$ cat src/design/periph_pkg.sv
// Shared widths, address map, target and timer register encodings, response type

package periph_pkg;

    // Bus widths
    localparam int ADDR_W = 32;
    localparam int DATA_W = 32;

    typedef logic [ADDR_W-1:0] addr_t;
    typedef logic [DATA_W-1:0] data_t;

    // Response status, one bit on the wire
    typedef enum logic {
        RESP_OKAY = 1'b0,
        RESP_ERR  = 1'b1
    } resp_e;

    // UART register window
    localparam addr_t UART_BASE   = 32'h4000_0000;
    localparam addr_t UART_SIZE   = 32'h0000_2000;
    localparam int    UART_ADDR_W = 13;

    // Machine timer window
    localparam addr_t TIMER_BASE   = 32'h4001_0000;
    localparam addr_t TIMER_SIZE   = 32'h0000_0100;
    localparam int    TIMER_ADDR_W = 8;

    // Memory takes the whole upper half
    localparam addr_t MEM_BASE   = 32'h8000_0000;
    localparam int    MEM_ADDR_W = 31;

    // Address decode result
    typedef enum logic [1:0] {
        TGT_UART,
        TGT_TIMER,
        TGT_MEM,
        TGT_NONE
    } target_e;

    // Word offsets inside the timer window
    typedef enum logic [TIMER_ADDR_W-1:0] {
        TMR_CTRL     = 8'h00,
        TMR_PRESCALE = 8'h04,
        TMR_TIME_LO  = 8'h08,
        TMR_TIME_HI  = 8'h0C,
        TMR_CMP_LO   = 8'h10,
        TMR_CMP_HI   = 8'h14
    } timer_reg_e;

    // Router transaction FSM
    typedef enum logic {
        ST_IDLE,
        ST_WAIT
    } router_state_e;

endpackage

$ cat src/design/periph_bus_if.sv
// Request/response link between the router and the timer register block

`timescale 1ns/1ps

interface periph_bus_if;

    // Request side, valid/ready handshake
    logic                                req_valid;
    logic                                req_ready;
    logic                                req_write;
    logic [periph_pkg::TIMER_ADDR_W-1:0] req_addr;
    periph_pkg::data_t                   req_wdata;

    // Response is a single-cycle pulse
    logic                                rsp_valid;
    periph_pkg::data_t                   rsp_rdata;
    periph_pkg::resp_e                   rsp_err;

    modport initiator (
        output req_valid, req_write, req_addr, req_wdata,
        input  req_ready, rsp_valid, rsp_rdata, rsp_err
    );

    modport target (
        input  req_valid, req_write, req_addr, req_wdata,
        output req_ready, rsp_valid, rsp_rdata, rsp_err
    );

endinterface

$ cat src/design/soc_periph_fabric.sv
// Peripheral fabric top with router, timer registers and timer counter

`timescale 1ns/1ps

module soc_periph_fabric #(
    parameter int PRESCALE_W = 16
) (
    input  logic                                clk_i,
    input  logic                                rst_n_i,

    // Host request port
    input  logic                                host_req_valid_i,
    input  logic                                host_req_write_i,
    input  periph_pkg::addr_t                   host_req_addr_i,
    input  periph_pkg::data_t                   host_req_wdata_i,
    output logic                                host_req_ready_o,
    output logic                                host_rsp_valid_o,
    output periph_pkg::data_t                   host_rsp_rdata_o,
    output logic                                host_rsp_err_o,

    // External UART registers
    output logic                                uart_req_valid_o,
    input  logic                                uart_req_ready_i,
    output logic                                uart_req_write_o,
    output logic [periph_pkg::UART_ADDR_W-1:0]  uart_req_addr_o,
    output periph_pkg::data_t                   uart_req_wdata_o,
    input  logic                                uart_rsp_valid_i,
    input  periph_pkg::data_t                   uart_rsp_rdata_i,
    input  logic                                uart_rsp_err_i,

    // External memory
    output logic                                mem_req_valid_o,
    input  logic                                mem_req_ready_i,
    output logic                                mem_req_write_o,
    output logic [periph_pkg::MEM_ADDR_W-1:0]   mem_req_addr_o,
    output periph_pkg::data_t                   mem_req_wdata_o,
    input  logic                                mem_rsp_valid_i,
    input  periph_pkg::data_t                   mem_rsp_rdata_i,
    input  logic                                mem_rsp_err_i,

    // Machine timer outputs
    output logic [63:0]                         time_o,
    output logic                                timer_irq_o
);

    logic                  timer_en;
    logic [PRESCALE_W-1:0] timer_prescale;
    logic [63:0]           timer_cmp;

    periph_bus_if timer_bus ();

    xbar_router router_inst (
        .clk_i            (clk_i),
        .rst_n_i          (rst_n_i),
        .host_req_valid_i (host_req_valid_i),
        .host_req_write_i (host_req_write_i),
        .host_req_addr_i  (host_req_addr_i),
        .host_req_wdata_i (host_req_wdata_i),
        .host_req_ready_o (host_req_ready_o),
        .host_rsp_valid_o (host_rsp_valid_o),
        .host_rsp_rdata_o (host_rsp_rdata_o),
        .host_rsp_err_o   (host_rsp_err_o),
        .timer_bus        (timer_bus.initiator),
        .uart_req_valid_o (uart_req_valid_o),
        .uart_req_ready_i (uart_req_ready_i),
        .uart_req_write_o (uart_req_write_o),
        .uart_req_addr_o  (uart_req_addr_o),
        .uart_req_wdata_o (uart_req_wdata_o),
        .uart_rsp_valid_i (uart_rsp_valid_i),
        .uart_rsp_rdata_i (uart_rsp_rdata_i),
        .uart_rsp_err_i   (uart_rsp_err_i),
        .mem_req_valid_o  (mem_req_valid_o),
        .mem_req_ready_i  (mem_req_ready_i),
        .mem_req_write_o  (mem_req_write_o),
        .mem_req_addr_o   (mem_req_addr_o),
        .mem_req_wdata_o  (mem_req_wdata_o),
        .mem_rsp_valid_i  (mem_rsp_valid_i),
        .mem_rsp_rdata_i  (mem_rsp_rdata_i),
        .mem_rsp_err_i    (mem_rsp_err_i)
    );

    timer_csr #(
        .PRESCALE_W (PRESCALE_W)
    ) timer_csr_inst (
        .clk_i      (clk_i),
        .rst_n_i    (rst_n_i),
        .bus        (timer_bus.target),
        .time_i     (time_o),
        .enable_o   (timer_en),
        .prescale_o (timer_prescale),
        .cmp_o      (timer_cmp)
    );

    timer_core #(
        .PRESCALE_W (PRESCALE_W)
    ) timer_core_inst (
        .clk_i      (clk_i),
        .rst_n_i    (rst_n_i),
        .enable_i   (timer_en),
        .prescale_i (timer_prescale),
        .cmp_i      (timer_cmp),
        .time_o     (time_o),
        .irq_o      (timer_irq_o)
    );

endmodule

$ cat src/design/timer_core.sv
// Prescaled 64-bit time counter with compare interrupt

`timescale 1ns/1ps

module timer_core #(
    parameter int PRESCALE_W = 16
) (
    input  logic                  clk_i,
    input  logic                  rst_n_i,
    input  logic                  enable_i,
    input  logic [PRESCALE_W-1:0] prescale_i,
    input  logic [63:0]           cmp_i,
    output logic [63:0]           time_o,
    output logic                  irq_o
);

    logic [PRESCALE_W-1:0] div_q;
    logic [63:0]           time_q;

    // One tick every prescale+1 cycles
    always_ff @(posedge clk_i) begin
        if (!rst_n_i) begin
            div_q  <= '0;
            time_q <= '0;
        end else if (!enable_i) begin
            div_q <= '0;
        end else if (div_q >= prescale_i) begin
            // also catches a prescale lowered below the running count
            div_q  <= '0;
            time_q <= time_q + 64'd1;
        end else begin
            div_q <= div_q + 1'b1;
        end
    end

    assign time_o = time_q;

    // Level interrupt while time has reached compare
    assign irq_o = enable_i && (time_q >= cmp_i);

endmodule

$ cat src/design/timer_csr.sv
// Timer register block with control, prescale and compare registers and time readback

`timescale 1ns/1ps

module timer_csr #(
    parameter int PRESCALE_W = 16
) (
    input  logic                  clk_i,
    input  logic                  rst_n_i,
    periph_bus_if.target          bus,
    input  logic [63:0]           time_i,
    output logic                  enable_o,
    output logic [PRESCALE_W-1:0] prescale_o,
    output logic [63:0]           cmp_o
);

    periph_pkg::timer_reg_e reg_sel;
    logic                   en_q;
    logic [PRESCALE_W-1:0]  prescale_q;
    logic [63:0]            cmp_q;

    periph_pkg::data_t      rd_data;
    periph_pkg::resp_e      reg_err;

    logic                   rsp_valid_q;
    periph_pkg::data_t      rsp_rdata_q;
    periph_pkg::resp_e      rsp_err_q;

    // Never stalls; every request answers on the next cycle
    assign bus.req_ready = 1'b1;
    assign reg_sel       = periph_pkg::timer_reg_e'(bus.req_addr);

    // Read mux and offset check
    always_comb begin
        rd_data = '0;
        reg_err = periph_pkg::RESP_OKAY;
        case (reg_sel)
            periph_pkg::TMR_CTRL:     rd_data = periph_pkg::data_t'(en_q);
            periph_pkg::TMR_PRESCALE: rd_data = periph_pkg::data_t'(prescale_q);
            periph_pkg::TMR_TIME_LO:  rd_data = time_i[31:0];
            periph_pkg::TMR_TIME_HI:  rd_data = time_i[63:32];
            periph_pkg::TMR_CMP_LO:   rd_data = cmp_q[31:0];
            periph_pkg::TMR_CMP_HI:   rd_data = cmp_q[63:32];
            default:                  reg_err = periph_pkg::RESP_ERR;
        endcase
    end

    always_ff @(posedge clk_i) begin
        if (!rst_n_i) begin
            en_q        <= 1'b0;
            prescale_q  <= '0;
            cmp_q       <= '0;
            rsp_valid_q <= 1'b0;
        end else begin
            rsp_valid_q <= bus.req_valid;
            if (bus.req_valid && bus.req_write) begin
                // Time words are read-only, writes there are dropped
                case (reg_sel)
                    periph_pkg::TMR_CTRL:     en_q          <= bus.req_wdata[0];
                    periph_pkg::TMR_PRESCALE: prescale_q    <= bus.req_wdata[PRESCALE_W-1:0];
                    periph_pkg::TMR_CMP_LO:   cmp_q[31:0]   <= bus.req_wdata;
                    periph_pkg::TMR_CMP_HI:   cmp_q[63:32]  <= bus.req_wdata;
                    default:                  en_q          <= en_q;
                endcase
            end
        end
    end

    // Response payload
    always_ff @(posedge clk_i) begin
        if (bus.req_valid) begin
            rsp_rdata_q <= bus.req_write ? '0 : rd_data;
            rsp_err_q   <= reg_err;
        end
    end

    assign bus.rsp_valid = rsp_valid_q;
    assign bus.rsp_rdata = rsp_rdata_q;
    assign bus.rsp_err   = rsp_err_q;

    assign enable_o   = en_q;
    assign prescale_o = prescale_q;
    assign cmp_o      = cmp_q;

endmodule

$ cat src/design/xbar_router.sv
// Address decoder and single-transaction router from the host port to UART, timer and memory

`timescale 1ns/1ps

module xbar_router (
    input  logic                                clk_i,
    input  logic                                rst_n_i,

    // Host port
    input  logic                                host_req_valid_i,
    input  logic                                host_req_write_i,
    input  periph_pkg::addr_t                   host_req_addr_i,
    input  periph_pkg::data_t                   host_req_wdata_i,
    output logic                                host_req_ready_o,
    output logic                                host_rsp_valid_o,
    output periph_pkg::data_t                   host_rsp_rdata_o,
    output logic                                host_rsp_err_o,

    // Internal timer
    periph_bus_if.initiator                     timer_bus,

    // UART register port
    output logic                                uart_req_valid_o,
    input  logic                                uart_req_ready_i,
    output logic                                uart_req_write_o,
    output logic [periph_pkg::UART_ADDR_W-1:0]  uart_req_addr_o,
    output periph_pkg::data_t                   uart_req_wdata_o,
    input  logic                                uart_rsp_valid_i,
    input  periph_pkg::data_t                   uart_rsp_rdata_i,
    input  logic                                uart_rsp_err_i,

    // Memory port
    output logic                                mem_req_valid_o,
    input  logic                                mem_req_ready_i,
    output logic                                mem_req_write_o,
    output logic [periph_pkg::MEM_ADDR_W-1:0]   mem_req_addr_o,
    output periph_pkg::data_t                   mem_req_wdata_o,
    input  logic                                mem_rsp_valid_i,
    input  periph_pkg::data_t                   mem_rsp_rdata_i,
    input  logic                                mem_rsp_err_i
);

    periph_pkg::router_state_e state_q;
    periph_pkg::target_e       dec_tgt;
    periph_pkg::target_e       tgt_q;
    periph_pkg::addr_t         dec_offset;
    periph_pkg::addr_t         offset_q;
    periph_pkg::data_t         wdata_q;
    logic                      write_q;
    logic                      req_pend_q;

    logic                      sel_ready;
    logic                      sel_rsp_valid;
    periph_pkg::data_t         sel_rsp_rdata;
    periph_pkg::resp_e         sel_rsp_err;

    logic                      rsp_valid_q;
    periph_pkg::data_t         rsp_rdata_q;
    periph_pkg::resp_e         rsp_err_q;

    logic                      accept;

    assign host_req_ready_o = (state_q == periph_pkg::ST_IDLE);
    assign accept           = host_req_valid_i && host_req_ready_o;

    // Map lookup and base removal
    always_comb begin
        dec_tgt    = periph_pkg::TGT_NONE;
        dec_offset = host_req_addr_i;
        if (host_req_addr_i >= periph_pkg::UART_BASE &&
            host_req_addr_i <  periph_pkg::UART_BASE + periph_pkg::UART_SIZE) begin
            dec_tgt    = periph_pkg::TGT_UART;
            dec_offset = host_req_addr_i - periph_pkg::UART_BASE;
        end else if (host_req_addr_i >= periph_pkg::TIMER_BASE &&
                     host_req_addr_i <  periph_pkg::TIMER_BASE + periph_pkg::TIMER_SIZE) begin
            dec_tgt    = periph_pkg::TGT_TIMER;
            dec_offset = host_req_addr_i - periph_pkg::TIMER_BASE;
        end else if (host_req_addr_i >= periph_pkg::MEM_BASE) begin
            dec_tgt    = periph_pkg::TGT_MEM;
            dec_offset = host_req_addr_i - periph_pkg::MEM_BASE;
        end
    end

    // Handshake and response of the target in flight
    always_comb begin
        sel_ready     = 1'b0;
        sel_rsp_valid = 1'b0;
        sel_rsp_rdata = '0;
        sel_rsp_err   = periph_pkg::RESP_OKAY;
        case (tgt_q)
            periph_pkg::TGT_UART: begin
                sel_ready     = uart_req_ready_i;
                sel_rsp_valid = uart_rsp_valid_i;
                sel_rsp_rdata = uart_rsp_rdata_i;
                sel_rsp_err   = periph_pkg::resp_e'(uart_rsp_err_i);
            end
            periph_pkg::TGT_TIMER: begin
                sel_ready     = timer_bus.req_ready;
                sel_rsp_valid = timer_bus.rsp_valid;
                sel_rsp_rdata = timer_bus.rsp_rdata;
                sel_rsp_err   = timer_bus.rsp_err;
            end
            periph_pkg::TGT_MEM: begin
                sel_ready     = mem_req_ready_i;
                sel_rsp_valid = mem_rsp_valid_i;
                sel_rsp_rdata = mem_rsp_rdata_i;
                sel_rsp_err   = periph_pkg::resp_e'(mem_rsp_err_i);
            end
            default: begin
                sel_ready = 1'b0;
            end
        endcase
    end

    always_ff @(posedge clk_i) begin
        if (!rst_n_i) begin
            state_q     <= periph_pkg::ST_IDLE;
            tgt_q       <= periph_pkg::TGT_NONE;
            req_pend_q  <= 1'b0;
            rsp_valid_q <= 1'b0;
        end else begin
            rsp_valid_q <= 1'b0;
            case (state_q)
                periph_pkg::ST_IDLE: begin
                    if (accept) begin
                        state_q <= periph_pkg::ST_WAIT;
                        tgt_q   <= dec_tgt;
                        // Unmapped address answers straight away
                        if (dec_tgt == periph_pkg::TGT_NONE) begin
                            rsp_valid_q <= 1'b1;
                        end else begin
                            req_pend_q <= 1'b1;
                        end
                    end
                end
                periph_pkg::ST_WAIT: begin
                    if (req_pend_q && sel_ready) begin
                        req_pend_q <= 1'b0;
                    end
                    if (tgt_q == periph_pkg::TGT_NONE) begin
                        state_q <= periph_pkg::ST_IDLE;
                    end else if (sel_rsp_valid) begin
                        rsp_valid_q <= 1'b1;
                        req_pend_q  <= 1'b0;
                        state_q     <= periph_pkg::ST_IDLE;
                    end
                end
                default: state_q <= periph_pkg::ST_IDLE;
            endcase
        end
    end

    // Latched request and response payload
    always_ff @(posedge clk_i) begin
        if (accept) begin
            write_q  <= host_req_write_i;
            offset_q <= dec_offset;
            wdata_q  <= host_req_wdata_i;
            if (dec_tgt == periph_pkg::TGT_NONE) begin
                rsp_rdata_q <= '0;
                rsp_err_q   <= periph_pkg::RESP_ERR;
            end
        end else if (state_q == periph_pkg::ST_WAIT && sel_rsp_valid) begin
            rsp_rdata_q <= sel_rsp_rdata;
            rsp_err_q   <= sel_rsp_err;
        end
    end

    assign uart_req_valid_o = req_pend_q && (tgt_q == periph_pkg::TGT_UART);
    assign uart_req_write_o = write_q;
    assign uart_req_addr_o  = offset_q[periph_pkg::UART_ADDR_W-1:0];
    assign uart_req_wdata_o = wdata_q;

    assign timer_bus.req_valid = req_pend_q && (tgt_q == periph_pkg::TGT_TIMER);
    assign timer_bus.req_write = write_q;
    assign timer_bus.req_addr  = offset_q[periph_pkg::TIMER_ADDR_W-1:0];
    assign timer_bus.req_wdata = wdata_q;

    assign mem_req_valid_o = req_pend_q && (tgt_q == periph_pkg::TGT_MEM);
    assign mem_req_write_o = write_q;
    assign mem_req_addr_o  = offset_q[periph_pkg::MEM_ADDR_W-1:0];
    assign mem_req_wdata_o = wdata_q;

    assign host_rsp_valid_o = rsp_valid_q;
    assign host_rsp_rdata_o = rsp_rdata_q;
    assign host_rsp_err_o   = rsp_err_q;

endmodule

$ cat config.mk
export PLATFORM = sky130hd
export DESIGN_NAME = soc_periph_fabric
export DESIGN_NICKNAME = d
export VERILOG_FILES = /design/src/design/periph_pkg.sv /design/src/design/periph_bus_if.sv /design/src/design/soc_periph_fabric.sv /design/src/design/timer_core.sv /design/src/design/timer_csr.sv /design/src/design/xbar_router.sv
export SDC_FILE = /design/constraint.sdc
export NUM_CORES = 1
export LEC_CHECK = 0
export ABC_AREA = 0
export BUFFER_PORTS_ARGS = -buffer_cell sky130_fd_sc_hd__buf_2
export CAP_MARGIN = 20
export CORE_UTILIZATION = 40
export CTS_BUF_LIST = sky130_fd_sc_hd__clkbuf_8
export DETAILED_ROUTE_END_ITERATION = 7
export GPL_TIMING_DRIVEN = 0
export PLACE_DENSITY = 0.65
export SLEW_MARGIN = 20
export SYNTH_ARGS = -nofsm -noshare
export SYNTH_HDL_FRONTEND = slang
export SYNTH_SLANG_ARGS = --single-unit
$ cat constraint.sdc
create_clock -name clk_i -period 5.8 [get_ports clk_i]
set_input_delay 0 -clock clk_i [delete_from_list [all_inputs] [get_ports clk_i]]
set_output_delay 0 -clock clk_i [all_outputs]
set_load 0.005 [all_outputs]
==> flow_metrics.py <==
metrics = {
    "die": {
        "io_pins": 350,
        "start_util_pct": 41.0,
        "core_area_sq_um": 37000,
        "dieArea_sq_um": 38700,
        "die_w_microns": 197,
        "row_count": 70,
        "die_height_microns": 197,
    },
    "placed_design": {
        "dp.cells": 2523,
        "place_congestion": 0.916,
        "io_buffers": 349,
        "hpwl_microns": 38500,
    },
    "logic_synthesis": {
        "async_reset_ff_share_pct": 0,
        "synth_common_cells": "nand2_1 (241), a21oi_1 (191), dfxtp_1 (167), nor2_1 (164), edfxtp_1 (130)",
        "yosysMostFrequentCell": "nand2_1",
        "syn_inst": 1665,
        "netlist_area_sq_um": 15200,
        "netlist.top_cell.by_area": "edfxtp_1",
        "syn_area_per_cell_sq_um": 9.11,
        "synth-seq-cells": 297,
        "synth-edff-count": 130,
        "synth_nets": 1888,
        "ys_types": 66,
        "synth_warnings": 0,
        "synth_area_leaders": "edfxtp_1 (26%), dfxtp_1 (22%), ha_1 (7.0%), a21oi_1 (6.3%), nand2_1 (6.0%)",
        "yosys.area.top_type_share_pct": 25.7,
        "ys.flop_type": "dfxtp_1",
        "synth.yosys.seq_area_share_pct": 47.8,
    },
    "cells_and_area": {
        "nFillCells": 3420,
        "regArea_sq_um": 7250,
        "synthToLayoutAreaGrowth_pct": 32.3,
        "instances_no_fill": 2756,
        "layout-drive-gt1-share_pct": 22.0,
        "multiInputGateArea_sq_um": 6870,
        "nNetsFinal": 2434,
    },
    "routing": {
        "dr.pass1.iters": 8,
        "vias": 14800,
        "antenna_left": 0,
        "drc": 5,
        "routed_wl_microns": 53300,
        "avgViaCountPerCell": 5.37,
        "avgRoutedWirePerCell_microns": 19.3,
        "drt_iter0_markers": 1309,
    },
    "worst_setup_path": {
        "crit_family": "simple AND/OR/NAND/NOR gates",
        "regToRegEndpoint": "timer_csr_inst.cmp_o[46]",
        "cp.required_ns": 6.35,
        "worstPathCellList": "nor3_1 -> nand2_1 -> nor3b_2 -> and2_1 -> buf_2 -> nor2b_1 -> clkbuf_1 -> clkbuf_1 -> nand2_1 -> a21oi_1",
        "crit_type": "reg -> reg",
        "critPathArrivalTime_ns": 4.01,
        "worst-path-buf-inv": 3,
        "ff2ff_path_depth": 10,
        "reg2reg_from": "router_inst.offset_q[1]",
        "max_stage_delay_ns": 0.68,
        "crit_fanout": 10,
        "cp-end-kind": "flop",
        "rrSetupSlack_ns": 2.34,
        "start_kind": "flop",
        "cpMaxStageDelayCell": "nor3b_2",
    },
    "clocking": {
        "cts_tree": "yes",
        "root_buffer": "clkbuf_8",
        "cts_buffer_depth": 3,
        "cts_setup_buffers": 0,
        "clock_latency_ns": 0.63,
        "cts_buffers": 51,
        "clk_pin_slew_worst_paths_ns": 0.06,
        "clock-sinks": 297,
        "cts_resized": 0,
        "h-tree-depth": 2,
    },
    "sta": {
        "drv_slew": 0,
        "finClkSkew_ns": 0.0214,
        "period_needed_ns": 3.46,
        "hold_violations": 0,
        "fmax_ghz": 0.289,
        "setup_viol": 0,
        "grt_setup_unrepaired": "no",
        "max_slew_margin_pct": 47.7,
        "worst_pin_slew_ns": 0.778,
        "tns_ns": 0,
        "period_share_pct": 59.7,
    },
    "run_status": {
        "violations": "design-rule violations",
        "outcome": "complete, but fails checks",
    },
    "power": {
        "vdd_ir_drop_max_mv": 0.143,
        "p_leak_uw": 0.00799,
        "p_per_area_nw_per_um2": 230,
    },
    "global_routing": {
        "overflow": 0,
        "antenna_found_initial": 0,
        "grt_pass1_vias": 13900,
        "grt_pass1_wl_microns": 79300,
        "grt_max_degree": 32,
        "grt.total_usage_pct": 26.8,
    },
    "run": {
        "maxCapViolCount": 0,
    },
    "min_path": {
        "holdPathEnd": "router_inst.host_rsp_valid_o",
        "hp-class": "in -> reg",
        "hp-start": "uart_rsp_valid_i",
        "worst_hold_path.num_cells": 6,
    },
}
==> worst max path at each step <==
stage | startpoint | endpoint | cells past startpoint
detailed placement | router_inst.offset_q[1] | timer_csr_inst.bus.rsp_rdata[15] | 6
global placement | host_req_addr_i[17] | router_inst.host_rsp_rdata_o[28] | 9
floorplan | host_req_addr_i[17] | router_inst.host_rsp_err_o | 8
CTS | router_inst.offset_q[1] | timer_csr_inst.bus.rsp_rdata[15] | 6
finish | router_inst.offset_q[1] | timer_csr_inst.cmp_o[46] | 10
global route | router_inst.offset_q[1] | timer_csr_inst.cmp_o[44] | 10
==> layer usage <==
layer / vias to the layer above / wire, microns / track usage (%)
li1: 6923 / - / -
met1: 7017 / 22800 / 35.7
met2: 763 / 24400 / 43.8
met3: 99 / 4740 / 5.15
met4: 0 / 1310 / 8.56
met5: - / 0 / 0
==> where the power goes <==
| part | leakage [uW] | total, uW | internal (uW) | switching (uW) |
|---|---|---|---|---|
| clock network | 0.000563 | 1940 | 1030 | 912 |
| registers | 0.00263 | 2280 | 2240 | 42.0 |
| logic | 0.00480 | 399 | 210 | 189 |
==> worst min-delay path, stage by stage <==
cell     delay (ns)
buf_2          0.08
mux2i_1        0.07
o21ai_0        0.17
nand2_1        0.11
o31ai_4        0.09
and2_1         0.12
==> state kept, by name, indices dropped and copies added, names as in the netlist <==
register,count
timer_csr_inst.prescale_o,16
timer_core_inst.time_o,64
timer_csr_inst.enable_o,1
router_inst.req_pend_q,1
router_inst.mem_req_wdata_o,32
router_inst.state_q,1
router_inst.host_rsp_valid_o,1
timer_csr_inst.bus.rsp_err,1
timer_csr_inst.bus.rsp_valid,1
router_inst.tgt_q,2
router_inst.host_rsp_err_o,1
timer_csr_inst.cmp_o,64
router_inst.host_rsp_rdata_o,32
timer_csr_inst.bus.rsp_rdata,32
router_inst.mem_req_write_o,1
timer_core_inst.div_q,16
router_inst.offset_q,31
==> logic make-up after synthesis <==
kind of cell               synth area share [%]
DFF                                        47.8
and+or+nand+nor                            18.9
AOI/OAI and AO/OA                          13.5
muxes                                      3.31
xor gates and xnor gates                   2.43
adders and majority gates                  7.01
buffers and inverters                      7.06
==> area by class of cell <==
type                       instances  area share (%)
sequential                       297            36.1
multi-input combinational       1133            34.3
timing repair buffer             493            16.1
clock buffer                      53            3.64
buffer                           138            3.53
tap                              504            3.14
inverter                          97            1.82
clock inverter                    40            1.38
antenna                            1          0.0125
==> cells in the final DEF, fill, tap and decap left out, types with 19 or more instances in the layout <==
| cell | n |
|---|---|
| buf_2 | 354 |
| buf_4 | 47 |
| ha_1 | 85 |
| nand2_1 | 241 |
| nor3_1 | 19 |
| inv_1 | 110 |
| clkbuf_1 | 81 |
| nand4_1 | 29 |
| a21oi_1 | 191 |
| clkbuf_8 | 53 |
| o21ai_0 | 59 |
| or3_1 | 23 |
| mux2i_1 | 49 |
| nand3_1 | 34 |
| edfxtp_1 | 130 |
| nor2_1 | 163 |
| nor4_1 | 25 |
| dfxtp_1 | 167 |
| dlygate4sd3_1 | 139 |
| xnor2_1 | 31 |
==> stage by stage <==
stage	setup slack, ns	hold WS (ns)	utilization, %	cell area, sq um	total power (uW)
6_report	2.34	0.0456	54.3	20100	4620
5_1_grt	2.20	0.0310	54.3	20100	4790
4_1_cts	2.35	0.00401	54.2	20100	4640
3_5_place_dp	2.38	0.178	47.8	17700	2630
3_3_place_gp	0.684	0.177	47.5	17500	2620
2_1_floorplan	1.89	0.0989	-	15200	2460
==> timing repair <==
| action | 4_1_cts | 5_1_grt |
|---|---|---|
| hold buffers | 139 | 0 |
| endpoints found under the hold margin | 124 | 0 |
| setup endpoints to repair | 0 | 0 |
Note: power is estimated with default switching activity, not from simulation.
